<file path="src/hw/usb_rx_macros.svh">
// PID values are whole bytes as received LSB-first; CRC residue is for an MSB-first shift register
`ifndef USB_RX_MACROS_SVH
`define USB_RX_MACROS_SVH

// Token PIDs
`define USB_PID_OUT 8'hE1
`define USB_PID_IN 8'h69

// Data PIDs, the only ones followed by payload and CRC16
`define USB_PID_DATA0 8'hC3
`define USB_PID_DATA1 8'h4B

// Handshakes
`define USB_PID_ACK 8'hD2
`define USB_PID_NAK 8'h5A

// KJKJKJKK on the line, seven zeros then a one
`define USB_SYNC_BYTE 8'h80

// Left in the register after data plus complemented CRC
`define USB_CRC16_RESIDUE 16'h800D

`define USB_STUFF_LIMIT 3'd6 // Ones before a forced zero

`endif
</file>
<file path="src/hw/usb_rx_pkg.sv">
// Types shared by the receiver blocks; widths are fixed by the USB protocol
package usb_rx_pkg;

	// One byte off the wire
	typedef logic [7:0] usb_byte_t;

	// PID with its check nibble in the upper half
	typedef logic [7:0] usb_pid_t;

	typedef logic [15:0] usb_crc16_t;

	// Receiver FSM
	typedef enum logic [2:0]
	{
		st_idle, // Waiting for the first K
		st_sync, // Collecting the SYNC byte
		st_pid, // Collecting the PID byte
		st_payload, // Data bytes and CRC
		st_drop, // Tokens, handshakes and broken packets
		st_eop // Packet summary cycle
	} usb_rx_state_t;

endpackage

</file>
<file path="src/hw/usb_rx_top.sv">
// Full-speed receive path with one line sample per clock; every rx_strobe must be taken
`timescale 1ns/1ps

module usb_rx_top
(
	input logic tb_write_enable,
	input logic reset,
	input logic d_plus,
	input logic d_minus,
	output usb_rx_pkg::usb_byte_t rx_data,
	output logic rx_strobe,
	output usb_rx_pkg::usb_pid_t packet_pid,
	output logic packet_done,
	output logic rcv_error
);

	logic bit_valid;
	logic bit_data;
	logic eop;
	logic stuff_error;
	logic crc_clear;
	logic crc_bit_valid;
	logic crc_bit;
	logic crc_ok;

	// Line to decoded bit stream
	usb_line_decoder u_line_decoder
	(
		.tb_write_enable(tb_write_enable),
		.reset(reset),
		.d_plus(d_plus),
		.d_minus(d_minus),
		.bit_valid(bit_valid),
		.bit_data(bit_data),
		.eop(eop),
		.stuff_error(stuff_error)
	);

	usb_packet_receiver u_packet_receiver
	(
		.tb_write_enable(tb_write_enable),
		.reset(reset),
		.bit_valid(bit_valid),
		.bit_data(bit_data),
		.eop(eop),
		.stuff_error(stuff_error),
		.crc_ok(crc_ok),
		.crc_clear(crc_clear),
		.crc_bit_valid(crc_bit_valid),
		.crc_bit(crc_bit),
		.rx_data(rx_data),
		.rx_strobe(rx_strobe),
		.packet_pid(packet_pid),
		.packet_done(packet_done),
		.rcv_error(rcv_error)
	);

	usb_crc16 u_crc16
	(
		.tb_write_enable(tb_write_enable),
		.reset(reset),
		.crc_clear(crc_clear),
		.crc_bit_valid(crc_bit_valid),
		.crc_bit(crc_bit),
		.crc_ok(crc_ok)
	);

endmodule

</file>
<file path="src/hw/usb_packet_receiver.sv">
// No back-pressure on rx_strobe; the last two bytes of a data packet are taken as CRC
`timescale 1ns/1ps
`include "usb_rx_macros.svh"

module usb_packet_receiver
(
	input logic tb_write_enable,
	input logic reset,
	input logic bit_valid,
	input logic bit_data,
	input logic eop,
	input logic stuff_error,
	input logic crc_ok,
	output logic crc_clear,
	output logic crc_bit_valid,
	output logic crc_bit,
	output usb_rx_pkg::usb_byte_t rx_data,
	output logic rx_strobe,
	output usb_rx_pkg::usb_pid_t packet_pid,
	output logic packet_done,
	output logic rcv_error
);

	import usb_rx_pkg::*;

	usb_rx_state_t state;
	logic [2:0] bit_cnt;
	logic [1:0] held_cnt; // Bytes waiting in the holdback
	logic err_q;
	logic is_data_q;
	usb_byte_t shift_q;
	usb_byte_t hold0; // Oldest held byte
	usb_byte_t hold1;
	usb_byte_t byte_in;
	logic byte_done;
	logic pid_ok;
	logic pid_is_data;

	// LSB arrives first, so new bits enter at the top
	assign byte_in = {bit_data, shift_q[7:1]};
	assign byte_done = bit_valid && (bit_cnt == 3'd7);
	assign pid_ok = (byte_in[7:4] == ~byte_in[3:0]);
	assign pid_is_data = (byte_in == `USB_PID_DATA0) || (byte_in == `USB_PID_DATA1);

	always_ff @(posedge tb_write_enable)
	begin
		if (reset)
		begin
			state <= st_idle;
			bit_cnt <= '0;
			held_cnt <= '0;
			err_q <= 1'b0;
			is_data_q <= 1'b0;
			rx_strobe <= 1'b0;
		end
		else
		begin
			rx_strobe <= 1'b0;
			if (bit_valid)
				bit_cnt <= bit_cnt + 3'd1;

			case (state)
				st_idle:
				begin
					if (bit_valid)
					begin
						state <= st_sync;
						err_q <= 1'b0;
						is_data_q <= 1'b0;
						held_cnt <= '0;
					end
				end
				st_sync:
				begin
					if (byte_done)
					begin
						if (byte_in != `USB_SYNC_BYTE)
						begin
							err_q <= 1'b1;
							state <= st_drop;
						end
						else
							state <= st_pid;
					end
				end
				st_pid:
				begin
					if (byte_done)
					begin
						if (!pid_ok)
						begin
							err_q <= 1'b1;
							state <= st_drop;
						end
						else if (pid_is_data)
						begin
							is_data_q <= 1'b1;
							state <= st_payload;
						end
						else
							state <= st_drop; // Token or handshake body is ignored
					end
				end
				st_payload:
				begin
					// Release only once two newer bytes exist
					if (byte_done)
					begin
						if (held_cnt == 2'd2)
							rx_strobe <= 1'b1;
						else
							held_cnt <= held_cnt + 2'd1;
					end
				end
				st_drop:
				begin
					// Wait for end of packet
				end
				st_eop:
				begin
					state <= st_idle;
					bit_cnt <= '0;
				end
				default:
					state <= st_idle;
			endcase

			if (state != st_idle && state != st_eop)
			begin
				if (stuff_error)
				begin
					err_q <= 1'b1;
					state <= st_drop; // No more payload after a stuffing fault
				end
				if (eop)
				begin
					state <= st_eop;
					// Truncated before the PID, or cut mid-byte
					if (bit_cnt != 3'd0 || state == st_sync || state == st_pid)
						err_q <= 1'b1;
				end
			end
		end
	end

	always_ff @(posedge tb_write_enable)
	begin
		if (bit_valid)
			shift_q <= byte_in;
		if (byte_done && state == st_pid)
			packet_pid <= byte_in;
		if (byte_done && state == st_payload)
		begin
			hold1 <= byte_in;
			hold0 <= hold1;
			rx_data <= hold0; // Paired with rx_strobe when two bytes were held
		end
	end

	// CRC runs over payload only and stays preset between packets
	assign crc_clear = (state == st_idle);
	assign crc_bit_valid = bit_valid && (state == st_payload);
	assign crc_bit = bit_data;

	assign packet_done = (state == st_eop);
	assign rcv_error = packet_done && (err_q || (is_data_q && !crc_ok));

endmodule

</file>
<file path="src/hw/usb_crc16.sv">
// Serial CRC16 fed in line order; crc_ok is only meaningful after the CRC bytes went in
`timescale 1ns/1ps
`include "usb_rx_macros.svh"

module usb_crc16
(
	input logic tb_write_enable,
	input logic reset,
	input logic crc_clear,
	input logic crc_bit_valid,
	input logic crc_bit,
	output logic crc_ok
);

	import usb_rx_pkg::*;

	localparam usb_crc16_t crc_poly = 16'h8005;

	usb_crc16_t crc_q;
	logic feedback;

	assign feedback = crc_q[15] ^ crc_bit;

	always_ff @(posedge tb_write_enable)
	begin
		if (reset)
			crc_q <= '1;
		else if (crc_clear)
			crc_q <= '1; // Preset for the next packet
		else if (crc_bit_valid)
		begin
			if (feedback)
				crc_q <= {crc_q[14:0], 1'b0} ^ crc_poly;
			else
				crc_q <= {crc_q[14:0], 1'b0};
		end
	end

	// Data and transmitted CRC together leave a fixed remainder
	assign crc_ok = (crc_q == `USB_CRC16_RESIDUE);

endmodule

</file>
<file path="src/hw/usb_line_decoder.sv">
// One line sample per clock, no clock recovery; idle is J and a packet starts at the first K
`timescale 1ns/1ps
`include "usb_rx_macros.svh"

module usb_line_decoder
(
	input logic tb_write_enable,
	input logic reset,
	input logic d_plus,
	input logic d_minus,
	output logic bit_valid,
	output logic bit_data,
	output logic eop,
	output logic stuff_error
);

	logic dp_q; // Sampled pair
	logic dm_q;
	logic prev_dp; // Last J/K level, SE0 excluded
	logic se0_prev;
	logic active; // Inside a packet
	logic [2:0] ones_cnt;
	logic se0_now;
	logic nrzi_bit;

	assign se0_now = !dp_q && !dm_q;
	assign nrzi_bit = (dp_q == prev_dp); // No transition is a one

	always_ff @(posedge tb_write_enable)
	begin
		if (reset)
		begin
			dp_q <= 1'b1; // Line parks at J
			dm_q <= 1'b0;
			prev_dp <= 1'b1;
			se0_prev <= 1'b0;
			active <= 1'b0;
			ones_cnt <= '0;
			bit_valid <= 1'b0;
			eop <= 1'b0;
			stuff_error <= 1'b0;
		end
		else
		begin
			dp_q <= d_plus;
			dm_q <= d_minus;
			se0_prev <= se0_now;
			bit_valid <= 1'b0;
			eop <= 1'b0;
			stuff_error <= 1'b0;

			if (se0_now)
			begin
				// Second SE0 in a row ends the packet
				if (se0_prev && active)
				begin
					eop <= 1'b1;
					active <= 1'b0;
					ones_cnt <= '0;
				end
			end
			else
			begin
				prev_dp <= dp_q;
				if (!active)
				begin
					// J to K is the first SYNC zero
					if (!dp_q)
					begin
						active <= 1'b1;
						bit_valid <= 1'b1;
						bit_data <= 1'b0;
						ones_cnt <= '0;
					end
				end
				else if (ones_cnt == `USB_STUFF_LIMIT)
				begin
					// Stuffed bit is dropped, it must be a zero
					ones_cnt <= '0;
					if (nrzi_bit)
						stuff_error <= 1'b1;
				end
				else
				begin
					bit_valid <= 1'b1;
					bit_data <= nrzi_bit;
					ones_cnt <= nrzi_bit ? ones_cnt + 3'd1 : 3'd0;
				end
			end
		end
	end

endmodule

</file>
<file path="config.mk">
export PLATFORM = sky130hd
export DESIGN_NAME = usb_rx_top
export DESIGN_NICKNAME = d
export VERILOG_FILES = /design/src/hw/usb_rx_pkg.sv /design/src/hw/usb_rx_top.sv /design/src/hw/usb_packet_receiver.sv /design/src/hw/usb_crc16.sv /design/src/hw/usb_line_decoder.sv
export VERILOG_INCLUDE_DIRS = /design/src /design/src/hw
export SDC_FILE = /design/constraint.sdc
export NUM_CORES = 1
export LEC_CHECK = 0
export ABC_AREA = 1
export ABC_CLOCK_PERIOD_IN_PS = 5350
export BUFFER_PORTS_ARGS = -buffer_cell sky130_fd_sc_hd__buf_2
export CORE_ASPECT_RATIO = 1.2
export CORE_MARGIN = 8
export CORE_UTILIZATION = 48
export CTS_CLUSTER_SIZE = 40
export DETAILED_ROUTE_END_ITERATION = 16
export GPL_TIMING_DRIVEN = 0
export PLACE_DENSITY_LB_ADDON = 0.12
export SETUP_SLACK_MARGIN = 0.3
export SLEW_MARGIN = 20
export SYNTH_ARGS = -nofsm -noshare
export SYNTH_HDL_FRONTEND = slang
export SYNTH_SLANG_ARGS = --single-unit
</file>
<file path="constraint.sdc">
create_clock -name tb_write_enable -period 5.35 [get_ports tb_write_enable]
set_clock_uncertainty 0.2 [all_clocks]
set_input_delay 0.8025 -clock tb_write_enable [delete_from_list [all_inputs] [get_ports tb_write_enable]]
set_output_delay 0.8025 -clock tb_write_enable [all_outputs]
set_load 0.1 [all_outputs]
</file>
==> results.md, run 1 <==
- Mapped Nets: 317
- Master cell of the clock root buffer: sky130_fd_sc_hd__clkbuf_8
- Total Neg Setup Slack: 0 ns
- Number of standard cells in the final layout excluding fillers: 430
- Met2 global-route usage: 19.7%
- Total track usage: 12.4%
- Worst setup EP type: primary output
- Met1 Track Usage GR: 14.6%
- DP Worst Slack: 3.08 ns
- Number of warnings issued by yosys: 0
- Max IR drop VDD: 220 µV
- Remaining DRCs: 0
- Gr busiest metal: met2
- Normalized max-slew margin: 48.4%
- Slack of the critical path: 2.73 ns
- Instance count after placement with tap cells included: 414
- Count of cells resized by post-cts repair: 0
- Row cnt: 32
- Number of slew-limit violations in the final report: 0
- Detailed Route WL: 5270 µm
- Maximum frequency from static timing analysis: 381 MHz
- Buffering stage count on the worst path with inverters included: 1
- Total number of nets in the final design: 350
- Number of maximum-capacitance constraint violations: 0
- Die Y: 104 µm
- Post-synthesis instance total: 307
- Unrepaired setup endpoints after global routing: false
- Vias: 2062
- # setup viols final: 0
- Crit path largest cell delay: 0.49 ns
- Kind of start point of the critical path: flop
- Buffer levels on the longest clock path: 2
- Initial antenna violation count: 0
- Post-synthesis sequential area ratio: 63.3%
- Core Area: 0.00633 mm²
- Type of the worst setup path: reg2out
- Hold Crit Class: reg2reg
- CTS tree: built
- Post-CTS Hold Buffers: 0
- Transition time at the pin with the least slew margin: 0.773 ns
- CP Data Required Time: 4.35 ns
- Initial core utilization: 49.0%
- Number of antenna-violating nets in the routed design: 0
- Share of cells above drive strength 1: 17.7%
- Number of levels in the clock H-tree: 3
- Critical Path Slowest Stage Cell: sky130_fd_sc_hd__dfxtp_1
- Number of ports placed on the die boundary: 23
- Post-CTS Setup Inserts: 0
- Die Area: 0.00929 mm²
- Pwr per Cell Area: 333 mW/mm²
- Number of search-and-repair iterations in the first detailed-routing pass: 4
- WHS: 0.222 ns
- Inserted Clock Buffers: 9
- Global-route wire length before repair: 9030 µm
- Flop and latch count out of synthesis: 78
- Share of the cycle needed by the critical path after routing: 49.0%
- Clock Latency Late Sink: 0.34 ns
- Reg-to-reg slack, setup: 3.13 ns
- Outcome: complete, no violations
- Overall die width: 89.4 µm
- Data arrival time of the worst path: 1.62 ns
- First DRT Iteration DRCs: 111
- Final global-route overflow total: 0
- Half-perimeter wire length after placement: 3690 µm
- Cell Chain, Critical Path: nand3_1, a21oi_1, buf_2
- Total inserted antenna cells: 0
- Met3 track utilization from global routing: 4.43%
- Minimum clock period: 2.62 ns
- Synth cell types: 32
- Cell class contributing the biggest share of worst-path delay: flip-flops
- Critical-path maximum fanout: 7
- Area growth, synth to finish: 14.6%
- Via-to-Cell Ratio: 4.80
- Mean post-synth cell area: 10.1 µm²
- Pin count of the biggest net entering global routing: 27
- Mean routed wirelength per cell: 12.3 µm
- Vias in the first global route: 2015
- Leakage power of the design: 0.00150 µW
- Gp weighted congestion: 0.858
- Utilization after layout: 56.2%
- Final hold violations: 0
- Sinks on Clock Net: 78
- Syn Std Cell Area: 0.00310 mm²
- CTS clk-pin slew, worst paths: 0.08 ns
- Buffers added on ports: 22
==> worst paths after layout <==
kind                            cells after the start                       endpoint                  startpoint
worst max register to register                      5  u_packet_receiver.held_cnt[0]    u_line_decoder.bit_valid
worst min-delay path                                0     u_packet_receiver.hold0[3]  u_packet_receiver.hold1[3]
worst max-delay path                                3                      rcv_error  u_packet_receiver.state[0]
worst min register to register                      0     u_packet_receiver.hold0[3]  u_packet_receiver.hold1[3]
==> synthesized netlist by cell type (all sizes together) <==
master  number  area share [%]
nand2       70             8.7
edfxtp      40              39
inv         39             4.7
dfxtp       38              25
nor2        33             4.8
nand3       22             4.5
a21oi       17             3.1
o21ai       13             2.1
ha           6             2.4
nor3         6             1.1
nor4         4            0.81
o211ai       4            0.97
buf          3            0.57
nand4        3            0.61
a211oi       2            0.48
xnor2        2            0.57
a21boi       1            0.24
and2         1            0.28
clkbuf       1            0.12
or2          1            0.20
xor2         1            0.28
==> through the flow <==
| step | total power (µW) | cell area [µm²] |
|---|---|---|
| floorplan | 674 | 3100 |
| global placement | 683 | 3320 |
| detailed placement | 684 | 3320 |
| CTS | 1200 | 3550 |
| global route | 1230 | 3550 |
| finish | 1180 | 3550 |
==> where the power goes <==
group	internal [µW]	total, µW	leakage [µW]	switching, µW
logic	10.5	31.4	0.000715	20.9
registers	630	638	0.000669	8.08
clock network	307	512	0.000121	204
total	948	1180	0.00150	233
==> sequential cells by signal, indices dropped and copies added (netlist names), named ones only <==
| register | cells |
|---|---|
| u_crc16.crc_q | 16 |
| u_line_decoder.bit_data | 1 |
| u_line_decoder.bit_valid | 1 |
| u_line_decoder.dm_q | 1 |
| u_line_decoder.dp_q | 1 |
| u_line_decoder.eop | 1 |
| u_line_decoder.ones_cnt | 3 |
| u_line_decoder.prev_dp | 1 |
| u_line_decoder.se0_prev | 1 |
| u_line_decoder.stuff_error | 1 |
| u_packet_receiver.bit_cnt | 3 |
| u_packet_receiver.err_q | 1 |
| u_packet_receiver.held_cnt | 2 |
| u_packet_receiver.hold0 | 8 |
| u_packet_receiver.hold1 | 8 |
| u_packet_receiver.is_data_q | 1 |
| u_packet_receiver.packet_pid | 8 |
| u_packet_receiver.rx_data | 8 |
| u_packet_receiver.rx_strobe | 1 |
| u_packet_receiver.shift_q | 7 |
| u_packet_receiver.state | 3 |
==> per-layer routing <==
layer | wire length [µm] | up-vias
li1 | - | 1082
met1 | 2330 | 936
met2 | 2560 | 39
met3 | 331 | 5
met4 | 49 | 0
met5 | 0 | -
==> logic make-up (layout without fill, tap and decap cells) <==
logic type	Yosys count	count (layout)	synth area share (%)
AND/OR/NAND/NOR	140	140	21.1
buffers and inverters	43	81	5.41
AO/OA/AOI/OAI	37	37	6.90
XOR/XNOR	3	3	0.848
flip-flops	78	78	63.3
adder cells (fa/ha/maj)	6	6	2.42
==> area by class of cell <==
type | instances | area, µm²
flip-flops and latches | 78 | 1960
plain buffers | 4 | 21.3
clock inverters | 7 | 113
multi-input cells | 186 | 970
inverters | 39 | 146
repair buffers | 22 | 110
clock buffers | 9 | 124
well taps | 85 | 106
fillers | 591 | 2770
==> cells in the final DEF, fill, tap and decap left out, types with 2 or more instances in the layout <==
| cell type | count |
|---|---|
| sky130_fd_sc_hd__nand2_1 | 67 |
| sky130_fd_sc_hd__edfxtp_1 | 40 |
| sky130_fd_sc_hd__dfxtp_1 | 38 |
| sky130_fd_sc_hd__inv_1 | 33 |
| sky130_fd_sc_hd__nor2_1 | 30 |
| sky130_fd_sc_hd__buf_2 | 24 |
| sky130_fd_sc_hd__nand3_1 | 19 |
| sky130_fd_sc_hd__a21oi_1 | 14 |
| sky130_fd_sc_hd__o21ai_0 | 12 |
| sky130_fd_sc_hd__clkbuf_8 | 9 |
| sky130_fd_sc_hd__inv_2 | 6 |
| sky130_fd_sc_hd__ha_1 | 6 |
| sky130_fd_sc_hd__nor3_1 | 5 |
| sky130_fd_sc_hd__nor4_1 | 4 |
| sky130_fd_sc_hd__o211ai_1 | 4 |
| sky130_fd_sc_hd__nand2_2 | 3 |
| sky130_fd_sc_hd__nand4_1 | 3 |
| sky130_fd_sc_hd__a21oi_2 | 3 |
| sky130_fd_sc_hd__bufinv_16 | 3 |
| sky130_fd_sc_hd__nand3_4 | 2 |
| sky130_fd_sc_hd__xnor2_1 | 2 |
| sky130_fd_sc_hd__a211oi_1 | 2 |
| sky130_fd_sc_hd__clkinv_2 | 2 |
(Power assumes the default switching activity.)
==> inputs of run 2 (changes only) <==
--- a/config.mk
+++ b/config.mk
@@ -6,8 +6,8 @@
 export SDC_FILE = /design/constraint.sdc
 export NUM_CORES = 1
 export LEC_CHECK = 0
-export ABC_AREA = 1
-export ABC_CLOCK_PERIOD_IN_PS = 5350
+export ABC_AREA = 0
+export ABC_CLOCK_PERIOD_IN_PS = 2480
 export BUFFER_PORTS_ARGS = -buffer_cell sky130_fd_sc_hd__buf_2
 export CORE_ASPECT_RATIO = 1.2
 export CORE_MARGIN = 8
==> constraint.sdc (replaced) <==
create_clock -name tb_write_enable -period 2.48 [get_ports tb_write_enable]
set_clock_uncertainty 0.2 [all_clocks]
set_input_delay 0.372 -clock tb_write_enable [delete_from_list [all_inputs] [get_ports tb_write_enable]]
set_output_delay 0.372 -clock tb_write_enable [all_outputs]
set_load 0.1 [all_outputs]
==> run 2 against run 1 <==
  * Largest power group unchanged
  * Global-route usage down 0.47 points
  * Sequential share of layout area down 1.6 points
  * Largest cell class unchanged
  * Utilization up 1.0 points
==> results.md, run 2 <==
- Pwr per Cell Area: 650 mW/mm²
- Hold endpoint: u_line_decoder.dm_q
- Leading cell types in the layout, fill and taps excluded: 40 x sky130_fd_sc_hd__edfxtp_1, 36 x sky130_fd_sc_hd__dfxtp_1, 33 x sky130_fd_sc_hd__nand2_1
- Critical-path maximum fanout: 3
- Total routed wire length on the met1 layer: 2360 µm
- Normalized max-slew margin: 64.7%
- Via-to-Cell Ratio: 5.08
- Number of enable-type register cells in the synthesized netlist: 40
- Number of warnings issued by yosys: 0
- Number of antenna-violating nets in the routed design: 0
- Number of slew-limit violations in the final report: 0
- Commonest cells in the netlist: 40 x sky130_fd_sc_hd__edfxtp_1, 38 x sky130_fd_sc_hd__dfxtp_1, 33 x sky130_fd_sc_hd__nand2_1
- Die Area: 0.00945 mm²
- Amount of wire on met2 after detailed routing: 2520 µm
- Mapped Nets: 287
- Cell Chain, Critical Path: nor4b_2, nand4_1, a21oi_2, nor2_2, buf_6
- Global-route wire length before repair: 9110 µm
- Critical Path Slowest Stage Cell: sky130_fd_sc_hd__dfxtp_1
- Share of cells above drive strength 1: 24.5%
- Reg-to-reg slack, setup: 0.45 ns
- Standard cell area after detailed placement: 0.00338 mm²
- CP Data Required Time: 1.91 ns
- Vias in the first global route: 2005
- Number of ports placed on the die boundary: 23
- Hold path cells: 2
- Final hold violations: 0
- Asr flop ratio synth: 0%
- # setup viols final: 0
- Share of the cycle needed by the critical path after routing: 86.0%
- Most frequent standard cell in the layout excluding fill and tap cells: sky130_fd_sc_hd__edfxtp_1
- Detailed Route WL: 5210 µm
- Buffer levels on the longest clock path: 2
- Most numerous cell in the Yosys netlist: sky130_fd_sc_hd__edfxtp_1
- Slack of the critical path: 0.348 ns
- Post-synth top area share: 38.0%
- Die Y: 105 µm
- Mean routed wirelength per cell: 12.9 µm
- Register containing the most flip-flops in the final layout: u_crc16.crc_q
- Half-perimeter wire length after placement: 3620 µm
- Main synth FF type: sky130_fd_sc_hd__edfxtp_1
- Master cell of the clock root buffer: sky130_fd_sc_hd__clkbuf_8
- Vias: 2047
- Post-synthesis sequential area ratio: 62.1%
- Pin count of the biggest net entering global routing: 25
- Maximum frequency from static timing analysis: 469 MHz
- WHS: 0.0395 ns
- Total Neg Setup Slack: 0 ns
- Data arrival time of the worst path: 1.56 ns
- Mean post-synth cell area: 11.4 µm²
- Row cnt: 32
- Area growth, synth to finish: 15.8%
- Hold Crit Class: in2reg
- Met3 wirelength from detailed routing: 209 µm
- Gp weighted congestion: 0.759
- Post-synthesis instance total: 277
- Inserted Clock Buffers: 9
- Kind of start point of the critical path: flop
- Clock Latency Late Sink: 0.34 ns
- Overall die width: 90.1 µm
- Total number of nets in the final design: 323
- Syn Std Cell Area: 0.00316 mm²
- Leakage power of the design: 0.00137 µW
- Cell class contributing the biggest share of worst-path delay: simple AND/OR/NAND/NOR gates
- CTS clk-pin slew, worst paths: 0.09 ns
- CTS tree: built
- Reg-to-reg startpoint: u_packet_receiver.bit_cnt[0]
- Minimum clock period: 2.13 ns
- Sinks on Clock Net: 78
- Total track usage: 11.9%
- First DRT Iteration DRCs: 93
- Area leader, netlist: sky130_fd_sc_hd__edfxtp_1
- Unrepaired setup endpoints after global routing: true
- Fill cell instance count of the final layout: 550
- Crit path largest cell delay: 0.34 ns
- DR top layer: met4
- Max IR drop VDD: 340 µV
- Flop and latch count out of synthesis: 78
- Length in cells of the worst reg-to-reg path: 5
- Transition time at the pin with the least slew margin: 0.529 ns
- CP Launch Point: u_crc16.crc_q[11]
- Initial core utilization: 49.3%
- Max reg flops: 16
- Number of search-and-repair iterations in the first detailed-routing pass: 4
- Worst hold start: d_minus
- Final global-route overflow total: 0
- Buffers added on ports: 22
- Outcome: complete, no violations
- FF-to-FF End: u_packet_receiver.packet_pid[7]
- Final instance area: 0.00366 mm²
- Number of maximum-capacitance constraint violations: 0
- Type of the worst setup path: reg2out
- Total inserted antenna cells: 0
- Initial antenna violation count: 0
- Synth cell types: 56
- Core Area: 0.00641 mm²
- Worst setup EP type: primary output
- Number of levels in the clock H-tree: 3
- Synth area leaders: sky130_fd_sc_hd__edfxtp_1 38%, sky130_fd_sc_hd__dfxtp_1 24%, sky130_fd_sc_hd__nand2_1 3.9%, sky130_fd_sc_hd__nor2_1 3.6%, sky130_fd_sc_hd__ha_1 2.4%
- DP Worst Slack: 0.137 ns
- Remaining DRCs: 0
- Buffering stage count on the worst path with inverters included: 1
-- run 2: final cells by class --
class	instances	area, µm²	area share, %
timing repair buffer	25	148	4.03
sequential	78	1960	53.7
clock buffer	9	124	3.38
tap	85	106	2.90
multi-input combinational	177	1120	30.5
clock inverter	7	80.1	2.19
buffer	12	83.8	2.29
inverter	10	37.5	1.03
-- run 2: worst max-delay path by stage --
stage	end	depth (start not counted)	slack (ns)
2_1_floorplan	rcv_error	3	0.30
3_3_place_gp	u_packet_receiver.state[1]	6	0.14
3_5_place_dp	u_packet_receiver.state[1]	6	0.14
4_1_cts	rcv_error	5	0.20
5_1_grt	rcv_error	5	0.25
6_report	rcv_error	5	0.35
-- run 2: routing by layer --
metal | GRT usage (%) | vias up
met5 | 0 | -
met4 | 7.63 | 0
met3 | 3.51 | 9
met2 | 19.4 | 33
met1 | 13.4 | 954
li1 | - | 1051
-- run 2: repair_timing --
item,in CTS,in global routing
hold endpoints to repair,1,0
hold buffers,1,0
buffers inserted,2,0
endpoints found under the setup margin,38,7
pin swaps,1,2
gates resized for setup,4,10
-- run 2: kinds of logic after synthesis --
kind of cell	share of synthesized area, %
flip-flops	62.1
XOR/XNOR	2.22
buffers and inverters	3.84
multiplexers	0.950
AND/OR/NAND/NOR	19.7
adder cells (fa/ha/maj)	2.38
AO/OA/AOI/OAI	8.87
-- run 2: stage by stage --
stage          power, µW  cells  util (%)
3_5_place_dp        1450    384      52.8
5_1_grt             2480    403      57.1
4_1_cts             2420    403      56.5
6_report            2380    403      57.1
2_1_floorplan       1430    277         -
3_3_place_gp        1450    384      52.8
-- run 2: where the power goes --
group          internal [µW]  leakage (µW)  switching [µW]
Sequential              1350      0.000667            9.54
Clock                    480      0.000103             480
Combinational           25.7      0.000596            31.1
==> inputs of run 3 (changes only) <==
--- a/config.mk
+++ b/config.mk
@@ -15,9 +15,10 @@
 export CTS_CLUSTER_SIZE = 40
 export DETAILED_ROUTE_END_ITERATION = 16
 export GPL_TIMING_DRIVEN = 0
-export PLACE_DENSITY_LB_ADDON = 0.12
+export PLACE_DENSITY = 0.67
 export SETUP_SLACK_MARGIN = 0.3
-export SLEW_MARGIN = 20
+export SKIP_LAST_GASP = 1
+export SLEW_MARGIN = 5
 export SYNTH_ARGS = -nofsm -noshare
 export SYNTH_HDL_FRONTEND = slang
 export SYNTH_SLANG_ARGS = --single-unit
==> run 3 against run 2 <==
  * Via count rose by 1.4%
  * Design area rose by 0.41%
  * Critical path type unchanged
  * Sequential share of layout area decreased by 0.22 points
  * First-iteration DRC count is 43% higher
==> results.md, run 3 (synthesized netlist as in run 2, its figures left out) <==
- Outcome: complete, no violations
- Kind of start point of the critical path: flop
- Global-route wire length before repair: 9210 µm
- Length in cells of the worst reg-to-reg path: 5
- Total number of nets in the final design: 323
- Register containing the most flip-flops in the final layout: u_crc16.crc_q
- FF-to-FF End: u_packet_receiver.packet_pid[1]
- Total track usage: 11.9%
- Normalized max-slew margin: 64.2%
- Type of the worst setup path: reg2out
- Final global-route overflow total: 0
- Total routed wire length on the met1 layer: 2450 µm
- Total inserted antenna cells: 0
- Buffers added on ports: 22
- Slack of the critical path: 0.325 ns
- Hold Crit Class: in2reg
- Die Y: 105 µm
- Worst setup EP type: primary output
- Fill cell instance count of the final layout: 558
- Hold endpoint: u_line_decoder.dm_q
- Worst hold start: d_minus
- Initial core utilization: 49.3%
- Proportion of power drawn by the clock network: 39.7%
- Instance count after placement with tap cells included: 384
- # setup viols final: 0
- Overall die width: 90.1 µm
- Switching power share of the total: 21.6%
- Die Area: 0.00945 mm²
- Transition time at the pin with the least slew margin: 0.537 ns
- Met3 wirelength from detailed routing: 226 µm
- Pin count of the biggest net entering global routing: 25
- Final hold violations: 0
- Area growth, synth to finish: 16.3%
- Via-to-Cell Ratio: 5.15
- Master cell of the clock root buffer: sky130_fd_sc_hd__clkbuf_8
- Vias: 2075
- Crit path largest cell delay: 0.36 ns
- Number of standard cells in the final layout excluding fillers: 403
- Minimum clock period: 2.16 ns
- DP Worst Slack: 0.118 ns
- Most frequent standard cell in the layout excluding fill and tap cells: sky130_fd_sc_hd__edfxtp_1
- Buffer levels on the longest clock path: 2
- Number of search-and-repair iterations in the first detailed-routing pass: 4
- Amount of wire on met2 after detailed routing: 2540 µm
- Internal power contribution: 1840 µW
- Clock Latency Late Sink: 0.35 ns
- Critical Path Slowest Stage Cell: sky130_fd_sc_hd__dfxtp_2
- Comb power frac: 2.4%
- Leakage power of the design: 0.00138 µW
- Reg-to-reg startpoint: u_packet_receiver.bit_cnt[0]
- Share of the cycle needed by the critical path after routing: 86.9%
- Critical-path maximum fanout: 3
- P_sw: 509 µW
- CTS clk-pin slew, worst paths: 0.09 ns
- First DRT Iteration DRCs: 133
- Inserted Clock Buffers: 9
- Pwr per Cell Area: 640 mW/mm²
- Vias in the first global route: 2002
- Remaining DRCs: 0
- Max IR drop VDD: 480 µV
- Number of levels in the clock H-tree: 3
- Sinks on Clock Net: 78
- Detailed Route WL: 5350 µm
- DR top layer: met4
- Sequential group share of total power: 57.9%
- Maximum frequency from static timing analysis: 464 MHz
- Mean routed wirelength per cell: 13.3 µm
- Cell Chain, Critical Path: nor4_4, nand4_1, a21oi_2, nor2_2, buf_8
- Number of slew-limit violations in the final report: 0
- Max reg flops: 16
- CP Data Required Time: 1.91 ns
- Half-perimeter wire length after placement: 3600 µm
- Row cnt: 32
- Initial antenna violation count: 0
- Number of maximum-capacitance constraint violations: 0
- Gp weighted congestion: 0.740
- WHS: 0.0440 ns
- Core Area: 0.00641 mm²
- Buffering stage count on the worst path with inverters included: 1
- Hold path cells: 2
- Share of cells above drive strength 1: 24.5%
- Reg-to-reg slack, setup: 0.49 ns
- CTS tree: built
- Cell class contributing the biggest share of worst-path delay: simple AND/OR/NAND/NOR gates
- Data arrival time of the worst path: 1.58 ns
- Total Neg Setup Slack: 0 ns
- Number of ports placed on the die boundary: 23
- Leading cell types in the layout, fill and taps excluded: 40 x sky130_fd_sc_hd__edfxtp_1, 36 x sky130_fd_sc_hd__dfxtp_1, 33 x sky130_fd_sc_hd__nand2_1
- Number of antenna-violating nets in the routed design: 0
- Unrepaired setup endpoints after global routing: true
[run 3: how the worst max path moves through the flow]
stage                                             from  cells after the start                          to
after floorplan             u_packet_receiver.state[0]                      3                   rcv_error
after global placement    u_packet_receiver.bit_cnt[0]                      6  u_packet_receiver.state[1]
after detailed placement  u_packet_receiver.bit_cnt[0]                      6  u_packet_receiver.state[1]
after CTS                            u_crc16.crc_q[11]                      5                   rcv_error
after global routing                 u_crc16.crc_q[14]                      5                   rcv_error
final                                u_crc16.crc_q[14]                      5                   rcv_error
[run 3: area by class of cell]
class                           count  area, µm²  area share, %
Sequential cell                    78       1960           53.4
Multi-Input combinational cell    177       1140           30.9
Timing Repair Buffer               25        148           4.02
Clock buffer                        9        124           3.37
Tap cell                           85        106           2.89
Buffer                             12       86.3           2.35
Clock inverter                      7       72.6           1.97
Inverter                           10       37.5           1.02
[run 3: metal layers]
metal  GRT usage [%]  vias up
li1                -     1047
met1            13.9      981
met2            19.1       37
met3            3.44       10
met4            7.15        0
met5               0        -
[run 3: through the flow]
stage | area (µm²) | utilization, % | power [µW]
global route | 3680 | 57.4 | 2430
floorplan | 3160 | - | 1430
detailed placement | 3380 | 52.8 | 1450
finish | 3680 | 57.4 | 2350
CTS | 3610 | 56.3 | 2370
global placement | 3380 | 52.8 | 1450
[run 3: power groups by stage]
stage / Sequential (µW) / Clock [µW] / Combinational (µW)
6_report: 1360 / 935 / 56.4
5_1_grt: 1360 / 1000 / 63.2
4_1_cts: 1360 / 953 / 56.1
3_5_place_dp: 1390 / 0 / 54.7
3_3_place_gp: 1390 / 0 / 53.8
2_1_floorplan: 1390 / 0 / 43.3
[run 3: worst reg2reg max path, cell delays in order (launching register included)]
cell	delay [ns]
sky130_fd_sc_hd__dfxtp_1	0.38
sky130_fd_sc_hd__ha_1	0.18
sky130_fd_sc_hd__ha_2	0.24
sky130_fd_sc_hd__nand2_1	0.14
sky130_fd_sc_hd__nor4b_4	0.35
sky130_fd_sc_hd__buf_4	0.22
[run 3: what timing repair did]
action                                  4_1_cts  5_1_grt
resized for setup                             4       14
endpoints found under the setup margin       38       12
pin swaps                                     1        5
hold buffers                                  1        0
endpoints found under the hold margin         1        0
buffers inserted                              2        0
